**src/he_pkg.sv**
```systemverilog
package he_pkg;

   // log2 of the largest polynomial length
   localparam int MAX_LOG_N = 12;

   localparam int Q_WIDTH    = 30;
   localparam int DATA_WIDTH = 32;
   localparam int ADDR_WIDTH = 32;

   // one residue mod q
   typedef logic [Q_WIDTH-1:0] coeff_t;

   ////////////////////
   // host register map, byte offsets
   typedef enum logic [7:0]
   {
      CSR_Q      = 8'h00,
      CSR_N      = 8'h08,
      CSR_A_PTR  = 8'h10,
      CSR_B_PTR  = 8'h18,
      CSR_WB_PTR = 8'h20,
      CSR_START  = 8'h28,
      CSR_STATUS = 8'h30
   } csr_addr_e;

   ////////////////////
   // dma job kinds
   // lo pair is banks 0/1, hi pair is banks 2/3
   typedef enum logic [1:0]
   {
      DMA_LOAD_LO = 2'd0,
      DMA_LOAD_HI = 2'd1,
      DMA_STORE   = 2'd2,
      DMA_NOTIFY  = 2'd3
   } dma_kind_e;

   // completion write goes here
   localparam logic [ADDR_WIDTH-1:0] INTR_ADDR = 32'h0030_0000;

endpackage

```
**src/he_csr_file.sv**
```systemverilog
module he_csr_file
#(
   parameter int log_max_n_p = he_pkg::MAX_LOG_N
)
(
   input  logic                          clk_i,
   input  logic                          reset_i,
   input  logic                          csr_cmd_v_i,
   input  logic                          csr_cmd_we_i,
   input  logic [he_pkg::ADDR_WIDTH-1:0] csr_cmd_addr_i,
   input  logic [he_pkg::DATA_WIDTH-1:0] csr_cmd_data_i,
   output logic                          csr_cmd_ready_o,
   output logic                          csr_resp_v_o,
   output logic [he_pkg::DATA_WIDTH-1:0] csr_resp_data_o,
   input  logic                          csr_resp_yumi_i,
   input  logic                          busy_i,
   input  logic                          done_i,
   output he_pkg::coeff_t                q_o,
   output logic [log_max_n_p:0]          n_o,
   output logic [he_pkg::ADDR_WIDTH-1:0] a_ptr_o,
   output logic [he_pkg::ADDR_WIDTH-1:0] b_ptr_o,
   output logic [he_pkg::ADDR_WIDTH-1:0] wb_ptr_o,
   output logic                          start_o
);
   import he_pkg::*;

   logic                  cmd_fire;
   logic                  offset_ok;
   csr_addr_e             offset;
   logic [DATA_WIDTH-1:0] rd_data;

   // one response in flight, so no new command until it is taken
   assign csr_cmd_ready_o = ~csr_resp_v_o;
   assign cmd_fire        = csr_cmd_v_i & csr_cmd_ready_o;

   // registers live in the low byte, anything above it is unmapped
   assign offset_ok = (csr_cmd_addr_i[ADDR_WIDTH-1:8] == '0);
   assign offset    = csr_addr_e'(csr_cmd_addr_i[7:0]);

   always_comb
   begin
      rd_data = '0;
      if (offset_ok)
      begin
         case (offset)
            CSR_Q:      rd_data = DATA_WIDTH'(q_o);
            CSR_N:      rd_data = DATA_WIDTH'(n_o);
            CSR_A_PTR:  rd_data = DATA_WIDTH'(a_ptr_o);
            CSR_B_PTR:  rd_data = DATA_WIDTH'(b_ptr_o);
            CSR_WB_PTR: rd_data = DATA_WIDTH'(wb_ptr_o);
            CSR_STATUS: rd_data = DATA_WIDTH'({done_i, busy_i});
            default:    rd_data = '0;
         endcase
      end
   end

   always_ff @(posedge clk_i)
   begin
      if (cmd_fire && csr_cmd_we_i && offset_ok)
      begin
         case (offset)
            CSR_Q:      q_o      <= csr_cmd_data_i[Q_WIDTH-1:0];
            CSR_N:      n_o      <= csr_cmd_data_i[log_max_n_p:0];
            CSR_A_PTR:  a_ptr_o  <= csr_cmd_data_i;
            CSR_B_PTR:  b_ptr_o  <= csr_cmd_data_i;
            CSR_WB_PTR: wb_ptr_o <= csr_cmd_data_i;
            default:    ;
         endcase
      end
      // writes answer with zero
      if (cmd_fire)
         csr_resp_data_o <= csr_cmd_we_i ? '0 : rd_data;
   end

   always_ff @(posedge clk_i)
   begin
      if (reset_i)
      begin
         csr_resp_v_o <= 1'b0;
         start_o      <= 1'b0;
      end
      else
      begin
         if (cmd_fire)
            csr_resp_v_o <= 1'b1;
         else if (csr_resp_yumi_i)
            csr_resp_v_o <= 1'b0;
         start_o <= cmd_fire && csr_cmd_we_i && offset_ok && (offset == CSR_START)
                    && csr_cmd_data_i[0] && !busy_i;
      end
   end

endmodule

```
**config.mk**
```make
export PLATFORM = sky130hd
export DESIGN_NAME = he_csr_file
export DESIGN_NICKNAME = d
export VERILOG_FILES = /design/src/he_pkg.sv /design/src/he_csr_file.sv
export SDC_FILE = /design/constraint.sdc
export NUM_CORES = 1
export LEC_CHECK = 0
export BUFFER_PORTS_ARGS = -buffer_cell sky130_fd_sc_hd__buf_2
export CORE_UTILIZATION = 37
export CTS_BUF_LIST = sky130_fd_sc_hd__clkbuf_4
export CTS_CLUSTER_SIZE = 14
export DETAILED_ROUTE_END_ITERATION = 12
export GPL_ROUTABILITY_DRIVEN = 0
export GPL_TIMING_DRIVEN = 0
export PLACE_DENSITY = 0.75
export SLEW_MARGIN = 20
export SYNTH_ARGS = -nofsm -noshare
export SYNTH_HDL_FRONTEND = slang
export SYNTH_SLANG_ARGS = --single-unit
```
**constraint.sdc**
```tcl
create_clock -name clk_i -period 8.98 [get_ports clk_i]
set_clock_uncertainty 0.05 [all_clocks]
set_input_delay 1.347 -clock clk_i [delete_from_list [all_inputs] [get_ports clk_i]]
set_output_delay 1.347 -clock clk_i [all_outputs]
set_load 0.05 [all_outputs]
```
==> qor.csv, run 1 <==
stage,metric,value,unit
cts,cts_buffer_depth,2,
cts,cts_buffers,17,
synth,synthTopCellsByArea,"edfxtp_1 (76%), a22oi_1 (2.9%), mux2i_1 (2.1%), mux4_2 (1.7%), a21oi_1 (1.4%)",
cts,htreeDepth,4,
synth,synth_area,6745,µm²
synth,synth_edf_count,171,
synth,synth_commonest_cells,"edfxtp_1 (171), a22oi_1 (26), nor2_1 (23)",
routing,drt_iter0_drc,325,
cts,path_clk_slew,0.14,ns
cts,postCtsHoldBufs,0,
critical_path,critPathArrivalTime,3.99,ns
global_routing,grt_overflow,0,
pwr,power_density,162.5,nW/µm²
timing,slew_viol_final,0,
routing,postRouteAntennaNets,0,
cts,cts_num_sinks,173,
timing,worstMarginPinSlew,0.7791,ns
hold_path,holdCritPathClass,reg2reg,
timing,setup_violations,0,
cts,cts_tree,yes,
routing,vias,4725,
timing,fmaxAchievable,0.2648,GHz
timing,setup_tns,0,ns
die,initial_utilization,37.68,%
synth,syn_inst,390,
routing,wirelength,20010,µm
critical_path,critPathKind,in2reg,
synth,yosys.cell_types.count,43,
critical_path,critPathMaxFanout,10,
pwr,leakage,3.265,nW
run,drv_cap,0,
cts,cts_resized,0,
synth,synth-main-ff-cell,edfxtp_1,
routing,first_pass_iters,5,
critical_path,end_kind,flip-flop,
cts,root_buffer,clkbuf_4,
timing,post-route-min-period,3.776,ns
timing,slew_headroom,47.63,%
final_layout,nets,737,
final_layout,fin_cells,908,
final_layout,drive_gt1_share,48.60,%
pwr,ir_drop,0.09583,mV
synth,yosysTopAreaCellShare,76.13,%
synth,async_flop_share,0,%
critical_path,critPathRequiredTime,9.19,ns
hold_path,hold_depth,1,
die,core-area,17900,µm²
synth,syn_nets,461,
global_routing,grtUsageTotal,21.41,%
synth,yosysWarnings,0,
routing,remaining_drc_errors,0,
placed_design,place_hpwl,14600,µm
die,die_w,137.0,µm
timing,min_period_over_period,42.05,%
synth,synth_seq_cells,173,
global_routing,grt_max_degree,20,
die,ios,245,
placed_design,io_buffers,242,
die,floorplan.rows,49,
timing,rsz0062_at_grt,false,
cts,postCtsSetupBuffers,0,
die,dieArea,18770,µm²
die,die_y,137.0,µm
routing,wl_per_cell,22.03,µm
global_routing,grt_pass1_wl,28010,µm
global_routing,antenna_found_initial,1,
critical_path,rr_worst_depth,6,
final_layout,fill_cells,1583,
routing,vias_per_cell,5.204,
synth,synth_top_area_cell,edfxtp_1,
final_layout,n_antenna_cell,0,
placed_design,dpl.cell_count,876,
synth,avgSynthCellArea,17.30,µm²
global_routing,grt_pass1_vias,4526,
timing,finalHoldViolCount,0,
final_layout,syn_to_final_growth,28.83,%
run_status,status,"complete, no violations",
synth,yosysSeqAreaShare,76.72,%
critical_path,start_kind,input port,
synth,yosysMostFrequentCell,edfxtp_1,
cts,insertion_delay,0.55,ns
==> worst max-delay path: stages <==
cell and delay, ns:
clkbuf_8 0.14, nor3_4 0.55, nand2_4 0.22, clkbuf_1 0.37, nor4_2 0.75, buf_2 0.34
buf_2 0.26
==> cell type report <==
cell class	count	area (µm²)	area share, %
buffer	19	140.1	1.613
clock buffer	20	150.1	1.728
clock inverter	12	98.84	1.138
inverter	2	7.507	0.08639
multi-input combinational	196	1463	16.83
sequential	173	5175	59.55
tap	229	286.5	3.297
timing repair buffer	257	1369	15.75
==> state kept, by name, indices dropped and copies added, names as in the netlist <==
name	cells
a_ptr_o	32
b_ptr_o	32
csr_resp_data_o	32
csr_resp_v_o	1
n_o	13
q_o	30
start_o	1
wb_ptr_o	32
==> stage by stage <==
| step | util, % | hold slack (ns) | cell area, µm² | setup WS, ns | power, mW |
|---|---|---|---|---|---|
| after floorplan | - | 0.6854 | 6745 | 2.334 | 0.9767 |
| after global placement | 46.04 | 0.4501 | 8243 | -2.233 | 1.021 |
| after detailed placement | 47.15 | 0.5309 | 8441 | 4.562 | 1.026 |
| after CTS | 48.54 | 0.5517 | 8690 | 5.224 | 1.422 |
| after global routing | 48.54 | 0.5983 | 8690 | 5.132 | 1.461 |
| final | 48.54 | 0.5467 | 8690 | 5.204 | 1.412 |
==> routing by layer <==
metal  GRT usage, %  share of wire (%)  vias up  routed length, µm
li1               -                  -     2115                  -
met1          26.66                 40     2325               7983
met2          36.50                 51      253              10260
met3          5.148                7.2       30               1431
met4          6.960                1.6        2                317
met5              0              0.065        -                 13
==> path summary, 6_finish.rpt <==
path	endpoint	slack (ns)	startpoint
worst max-delay path	q_o[12]	5.20	csr_cmd_addr_i[5]
worst min-delay path	csr_resp_v_o	0.55	csr_resp_v_o
worst max register to register	q_o[12]	6.02	csr_resp_v_o
worst min register to register	csr_resp_v_o	0.55	csr_resp_v_o
==> where the power goes <==
part / internal (mW) / switching [mW] / leakage, nW
registers: 0.893 / 0.00279 / 1.58
logic: 0.0343 / 0.0767 / 1.56
clock network: 0.143 / 0.262 / 0.127
total: 1.07 / 0.342 / 3.27
==> kinds of logic after synthesis <==
family,count (synthesis),synth area share [%]
and+or+nand+nor,95,8.570
muxes,22,4.248
DFF,173,76.72
buffers and inverters,21,2.189
AOI/OAI and AO/OA,79,8.273
==> placed cells by master (no fill, tap or decap), drive strengths merged, types with 7 or more instances in the layout <==
master / Yosys / final
o22a: 8 / 8
clkbuf: 6 / 26
o21ai: 7 / 7
edfxtp: 171 / 171
nor4: 9 / 9
a22oi: 26 / 26
buf: 13 / 270
clkinv: 0 / 7
and2: 8 / 8
nand2: 21 / 21
nor2: 24 / 24
a21oi: 21 / 21
mux2i: 14 / 14
nor2b: 8 / 8
Power figures use the tool's default switching activity.
==> run 2: changes to the inputs <==
--- a/config.mk
+++ b/config.mk
@@ -5,6 +5,7 @@
 export SDC_FILE = /design/constraint.sdc
 export NUM_CORES = 1
 export LEC_CHECK = 0
+export ABC_AREA = 1
 export BUFFER_PORTS_ARGS = -buffer_cell sky130_fd_sc_hd__buf_2
 export CORE_UTILIZATION = 37
 export CTS_BUF_LIST = sky130_fd_sc_hd__clkbuf_4
@@ -12,7 +13,7 @@
 export DETAILED_ROUTE_END_ITERATION = 12
 export GPL_ROUTABILITY_DRIVEN = 0
 export GPL_TIMING_DRIVEN = 0
-export PLACE_DENSITY = 0.75
+export PLACE_DENSITY = 0.74
 export SLEW_MARGIN = 20
 export SYNTH_ARGS = -nofsm -noshare
 export SYNTH_HDL_FRONTEND = slang
==> constraint.sdc (replaced) <==
create_clock -name clk_i -period 3.55 [get_ports clk_i]
set_clock_uncertainty 0.05 [all_clocks]
set_input_delay 0.5325 -clock clk_i [delete_from_list [all_inputs] [get_ports clk_i]]
set_output_delay 0.5325 -clock clk_i [all_outputs]
set_load 0.05 [all_outputs]
==> qor.csv, run 2 <==
stage,metric,value,unit
placed_design,dpl_cell_area,8538,µm²
pwr,swShare,24.27,%
synth,yosysMostFrequentCell,edfxtp_1,
pwr,p_clk_share,29.6,%
synth,synth_area,6827,µm²
timing,rsz0062_at_grt,false,
final_layout,layout_commonest_cell,buf_2,
cts,cts_tree,yes,
synth,synth-main-ff-cell,edfxtp_1,
pwr,intPower,2.689,mW
global_routing,grtUsageTotal,21.92,%
pwr,power_density,403.6,nW/µm²
critical_path,r2r-start,csr_resp_v_o,
routing,wl_per_cell,19.57,µm
critical_path,critPathLaunch,csr_resp_v_o,
routing,first_pass_iters,4,
cts,path_clk_slew,0.16,ns
hold_path,holdCritPathClass,in2reg,
die,floorplan.rows,49,
die,die_w,137.8,µm
timing,finalHoldViolCount,0,
routing,drt_iter0_drc,349,
critical_path,critPathSlowestCell,nor2_4,
final_layout,final_util,48.81,%
cts,insertion_delay,0.56,ns
routing,postRouteAntennaNets,0,
cts,cts_resized,0,
run,drv_cap,0,
synth,yosysWarnings,0,
critical_path,r2r_slack,0.69,ns
routing,met3WireLength,1458,µm
critical_path,timing.rr.end,a_ptr_o[11],
synth,syn_inst,540,
run_status,status,"complete, no violations",
die,die_y,137.8,µm
routing,remaining_drc_errors,0,
critical_path,crit_end,a_ptr_o[11],
critical_path,critPathMaxFanout,22,
die,initial_utilization,37.87,%
timing,post-route-min-period,2.864,ns
routing,vias_per_cell,4.885,
pwr,pwr-share-seq,63.9,%
synth,synth_top_area_cell,edfxtp_1,
placed_design,io_buffers,244,
final_layout,final_area,8797,µm²
critical_path,critPathKind,reg2reg,
synth,avgSynthCellArea,12.64,µm²
routing,met2_length,10480,µm
pwr,p_comb_share,6.5,%
synth,syn_nets,611,
critical_path,start_kind,flip-flop,
timing,fmaxAchievable,0.3491,GHz
cts,cts_num_sinks,173,
cts,htreeDepth,4,
global_routing,grt_pass1_wl,28810,µm
synth,synthTopCellsByArea,"edfxtp_1 (75%), nand2_1 (7.4%), nand3_1 (5.6%), nor2_1 (4.7%), nand2_2 (1.4%)",
final_layout,layout_common_cells,"buf_2 (254), edfxtp_1 (171), nand2_1 (134), nor2_1 (81), nand3_1 (77)",
final_layout,nets,882,
synth,yosysTopAreaCellShare,75.22,%
cts,postCtsSetupBuffers,0,
pwr,leakage,3.602,nW
global_routing,grt_max_degree,23,
hold_path,min-delay-start,reset_i,
final_layout,syn_to_final_growth,28.87,%
timing,slew_viol_final,0,
global_routing,antenna_found_initial,1,
timing,finalHoldWorstSlack,0.07247,ns
critical_path,end_kind,flip-flop,
critical_path,crit_path_cell_trace,inv_1 > nand2_1 > inv_2 > buf_12 > nand3_1 > nor2_4 > buf_8 > buf_16,
critical_path,critPathArrivalTime,3.08,ns
synth,yosys.cell_types.count,22,
timing,slew_headroom,55.17,%
placed_design,dp_slack,0.4382,ns
cts,root_buffer,clkbuf_4,
routing,wl_met1,8371,µm
final_layout,fill_cells,1651,
global_routing,grt_pass1_vias,4824,
die,core-area,18020,µm²
pwr,ir_drop,0.2311,mV
die,dieArea,19000,µm²
synth,synth_seq_cells,173,
cts,cts_buffers,17,
cts,postCtsHoldBufs,0,
pwr,power_switching,0.8615,mW
die,ios,245,
critical_path,slowest_delay,0.59,ns
routing,vias,5149,
timing,setup_ws,0.6855,ns
synth,synth_edf_count,171,
timing,worstMarginPinSlew,0.6708,ns
synth,yosysSeqAreaShare,75.81,%
critical_path,rr_worst_depth,8,
placed_design,place_hpwl,14770,µm
timing,setup_violations,0,
global_routing,grt_overflow,0,
final_layout,drive_gt1_share,41.63,%
cts,cts_buffer_depth,2,
timing,min_period_over_period,80.69,%
synth,synth_commonest_cells,"edfxtp_1 (171), nand2_1 (134), nor2_1 (86)",
synth,async_flop_share,0,%
routing,wirelength,20630,µm
routing,highest_layer,met4,
critical_path,critPathRequiredTime,3.76,ns
==> run 2: changes by cell type after synthesis, moves of 7 or more <==
| cell | change |
|---|---|
| nor2_1 | +63 |
| inv_1 | +9 |
| mux2i_1 | -14 |
| o22a_1 | -8 |
| nor2b_1 | -8 |
| nand3_1 | +75 |
| a22oi_1 | -26 |
| nand2_1 | +114 |
| inv_2 | +7 |
| nand2_2 | +15 |
| a21oi_1 | -15 |
| and2_1 | -7 |
| nor4_1 | -8 |
==> run 2: power by group through the flow <==
stage	Combinational, mW	Clock (mW)	Sequential, mW
6_report	0.231	1.05	2.27
2_1_floorplan	0.0461	0	2.40
3_3_place_gp	0.224	0	2.31
4_1_cts	0.232	1.09	2.27
3_5_place_dp	0.232	0	2.31
5_1_grt	0.249	1.16	2.27
==> run 2: kinds of logic (layout without fill, tap and decap cells) <==
group | count (synthesis) | after routing | share of synthesized area, %
DFF | 173 | 173 | 75.81
other | 0 | 1 | 0
AOI/OAI and AO/OA | 5 | 5 | 0.3665
and+or+nand+nor | 322 | 322 | 20.55
buffers and inverters | 40 | 324 | 3.281
==> run 2: final cells by class <==
| cell class | instances | area (µm²) | share of cell area [%] |
|---|---|---|---|
| timing repair buffer | 252 | 1393 | 15.83 |
| clock buffer | 19 | 142.6 | 1.621 |
| sequential | 173 | 5175 | 58.83 |
| buffer | 21 | 151.4 | 1.721 |
| multi-input combinational | 327 | 1460 | 16.60 |
| tap | 229 | 286.5 | 3.257 |
| inverter | 19 | 72.57 | 0.8249 |
| clock inverter | 13 | 113.9 | 1.294 |
| antenna | 1 | 2.502 | 0.02845 |
==> run 2: worst min path at each step <==
stage | end | slack (ns) | depth (start not counted)
floorplan | csr_resp_v_o | 0.55 | 1
global route | csr_resp_v_o | 0.005 | 2
finish | csr_resp_v_o | 0.07 | 2
detailed placement | csr_resp_v_o | 0.51 | 3
global placement | csr_resp_v_o | 0.48 | 3
CTS | csr_resp_v_o | 0.02 | 2
==> run 2: metal layers <==
metal | vias to the layer above | GRT usage, %
met1 | 2443 | 27.47
met5 | - | 0
li1 | 2414 | -
met2 | 269 | 36.96
met4 | 0 | 8.514
met3 | 23 | 4.746
==> run 2: worst max-delay path, delay by kind of cell, from the launching register on <==
family	cells	cell delay (ns)
and+or+nand+nor	3	1.14
buffers and inverters	5	1.01
DFF	1	0.34
==> run 2: stage by stage <==
step | total power, mW | instances | TNS (ns)
final | 3.550 | 1054 | 0
after global routing | 3.681 | 1054 | 0
after CTS | 3.587 | 1053 | 0
after detailed placement | 2.547 | 1021 | 0
after global placement | 2.539 | 1013 | -300.86
after floorplan | 2.443 | 540 | -39.20
==> run 3: changes to the inputs <==
--- a/config.mk
+++ b/config.mk
@@ -5,7 +5,7 @@
 export SDC_FILE = /design/constraint.sdc
 export NUM_CORES = 1
 export LEC_CHECK = 0
-export ABC_AREA = 1
+export ABC_AREA = 0
 export BUFFER_PORTS_ARGS = -buffer_cell sky130_fd_sc_hd__buf_2
 export CORE_UTILIZATION = 37
 export CTS_BUF_LIST = sky130_fd_sc_hd__clkbuf_4
@@ -13,7 +13,7 @@
 export DETAILED_ROUTE_END_ITERATION = 12
 export GPL_ROUTABILITY_DRIVEN = 0
 export GPL_TIMING_DRIVEN = 0
-export PLACE_DENSITY = 0.74
+export PLACE_DENSITY = 0.77
 export SLEW_MARGIN = 20
 export SYNTH_ARGS = -nofsm -noshare
 export SYNTH_HDL_FRONTEND = slang
==> constraint.sdc (replaced) <==
create_clock -name clk_i -period 2.45 [get_ports clk_i]
set_clock_uncertainty 0.05 [all_clocks]
set_input_delay 0.3675 -clock clk_i [delete_from_list [all_inputs] [get_ports clk_i]]
set_output_delay 0.3675 -clock clk_i [all_outputs]
set_load 0.05 [all_outputs]
==> qor.csv, run 3 (synthesis results as in run 1) <==
stage,metric,value,unit
routing,postRouteAntennaNets,0,
final_layout,syn_to_final_growth,36.71,%
critical_path,start_kind,input port,
final_layout,multi_input_area,1509,µm²
placed_design,io_buffers,242,
cts,path_clk_slew,0.13,ns
die,die_y,137.0,µm
die,ios,245,
cts,htreeDepth,4,
critical_path,critPathKind,in2reg,
die,core-area,17900,µm²
critical_path,critPathArrivalTime,2.62,ns
routing,wirelength,21170,µm
global_routing,grtUsageTotal,22.74,%
die,die_w,137.0,µm
final_layout,layout_commonest_cell,buf_2,
run,drv_cap,0,
cts,root_buffer,clkbuf_4,
timing,setup_violations,0,
timing,min_period_over_period,97.90,%
pwr,intPower,4.273,mW
pwr,pwr-share-seq,59.1,%
cts,insertion_delay,0.56,ns
timing,setup_ws,0.05137,ns
placed_design,dp_slack,-0.9549,ns
hold_path,holdCritPathClass,in2reg,
cts,cts_buffers,17,
final_layout,n_antenna_cell,0,
routing,vias_per_cell,5.242,
routing,met2_length,10680,µm
timing,rsz0062_at_grt,false,
final_layout,fill_cells,1517,
global_routing,grt_pass1_wl,29580,µm
global_routing,grt_overflow,0,
timing,fmaxAchievable,0.4169,GHz
placed_design,dpl.cell_count,871,
hold_path,min-delay-start,csr_cmd_we_i,
timing,post-route-min-period,2.399,ns
routing,drt_iter0_drc,289,
global_routing,grt_max_degree,18,
placed_design,place_hpwl,14460,µm
cts,cts_buffer_depth,2,
pwr,power_switching,1.285,mW
critical_path,end_kind,flip-flop,
cts,cts_num_sinks,173,
placed_design,dpl_cell_area,8479,µm²
global_routing,antenna_found_initial,0,
critical_path,r2r-start,csr_resp_v_o,
routing,met3WireLength,1471,µm
pwr,p_comb_share,8.3,%
routing,highest_layer,met4,
final_layout,drive_gt1_share,46.36,%
routing,vias,4943,
routing,first_pass_iters,4,
run_status,status,"complete, no violations",
timing,finalHoldViolCount,0,
die,initial_utilization,37.68,%
timing,slew_headroom,48.09,%
cts,cts_tree,yes,
final_layout,nets,773,
timing,slew_viol_final,0,
routing,remaining_drc_errors,0,
critical_path,critPathRequiredTime,2.67,ns
routing,wl_per_cell,22.45,µm
final_layout,area.sequential,5179,µm²
pwr,p_clk_share,32.6,%
die,floorplan.rows,49,
final_layout,final_area,9221,µm²
global_routing,grt_pass1_vias,4929,
pwr,leakage,3.494,nW
critical_path,critPathMaxFanout,10,
pwr,power_density,602.7,nW/µm²
timing,worstMarginPinSlew,0.7770,ns
pwr,swShare,23.11,%
final_layout,layout_common_cells,"buf_2 (247), edfxtp_1 (171), dlygate4sd3_1 (36), a22oi_1 (26), nor2_1 (21)",
die,dieArea,18770,µm²
final_layout,fin_cells,943,
routing,wl_met1,8689,µm
critical_path,critPathLaunch,csr_cmd_addr_i[5],
pwr,ir_drop,0.2933,mV
==> run 3: stage by stage <==
| stage | util, % | hold slack (ns) | power [mW] | TNS (ns) |
|---|---|---|---|---|
| after global placement | 46.32 | 0.4118 | 3.747 | -211.90 |
| after detailed placement | 47.37 | 0.4180 | 3.756 | -78.64 |
| after CTS | 51.28 | 0.06207 | 5.581 | 0 |
| final | 51.51 | 0.1217 | 5.558 | 0 |
| after global routing | 51.51 | 0.07055 | 5.724 | 0 |
| after floorplan | - | 0.3862 | 3.582 | -30.49 |
==> run 3: layer usage <==
layer | vias up | GRT usage (%)
met5 | - | 0
met4 | 0 | 7.814
met3 | 28 | 5.481
met2 | 262 | 38.24
met1 | 2464 | 28.62
li1 | 2189 | -
==> run 3: power by group through the flow <==
stage	clock network [mW]	registers [mW]	logic, mW
detailed placement	0	3.35	0.406
floorplan	0	3.45	0.130
finish	1.81	3.28	0.460
CTS	1.84	3.29	0.457
global route	1.95	3.29	0.490
global placement	0	3.35	0.397
==> run 3: final timing paths <==
check | endpoint | slack [ns] | cells past startpoint
max | n_o[12] | 0.05 | 6
min | csr_resp_data_o[0] | 0.12 | 2
max reg2reg | b_ptr_o[27] | 0.40 | 5
min reg2reg | csr_resp_data_o[5] | 0.58 | 2
==> run 3: area by class of cell <==
| cell class | count | share of cell area, % |
|---|---|---|
| well taps | 229 | 3.107 |
| multi-input cells | 197 | 16.36 |
| clock inverters | 11 | 1.805 |
| flip-flops and latches | 173 | 56.16 |
| clock buffers | 20 | 1.628 |
| repair buffers | 292 | 19.34 |
| inverters | 2 | 0.08141 |
| plain buffers | 19 | 1.520 |
==> run 3: repair_timing <==
| action | CTS | global route |
|---|---|---|
| setup endpoints to repair | 139 | 17 |
| hold endpoints to repair | 141 | 0 |
| setup buffers | 2 | 2 |
| gates resized for setup | 0 | 1 |
| cloned | 1 | 0 |
| pin swaps | 1 | 1 |
| hold buffers | 36 | 0 |
==> run 3: worst max-delay path, cell delays in order <==
cell,delay (ns)
clkbuf_8,0.16
nor3_4,0.59
nand2_4,0.23
clkbuf_1,0.40
nor4_4,0.61
buf_6,0.25
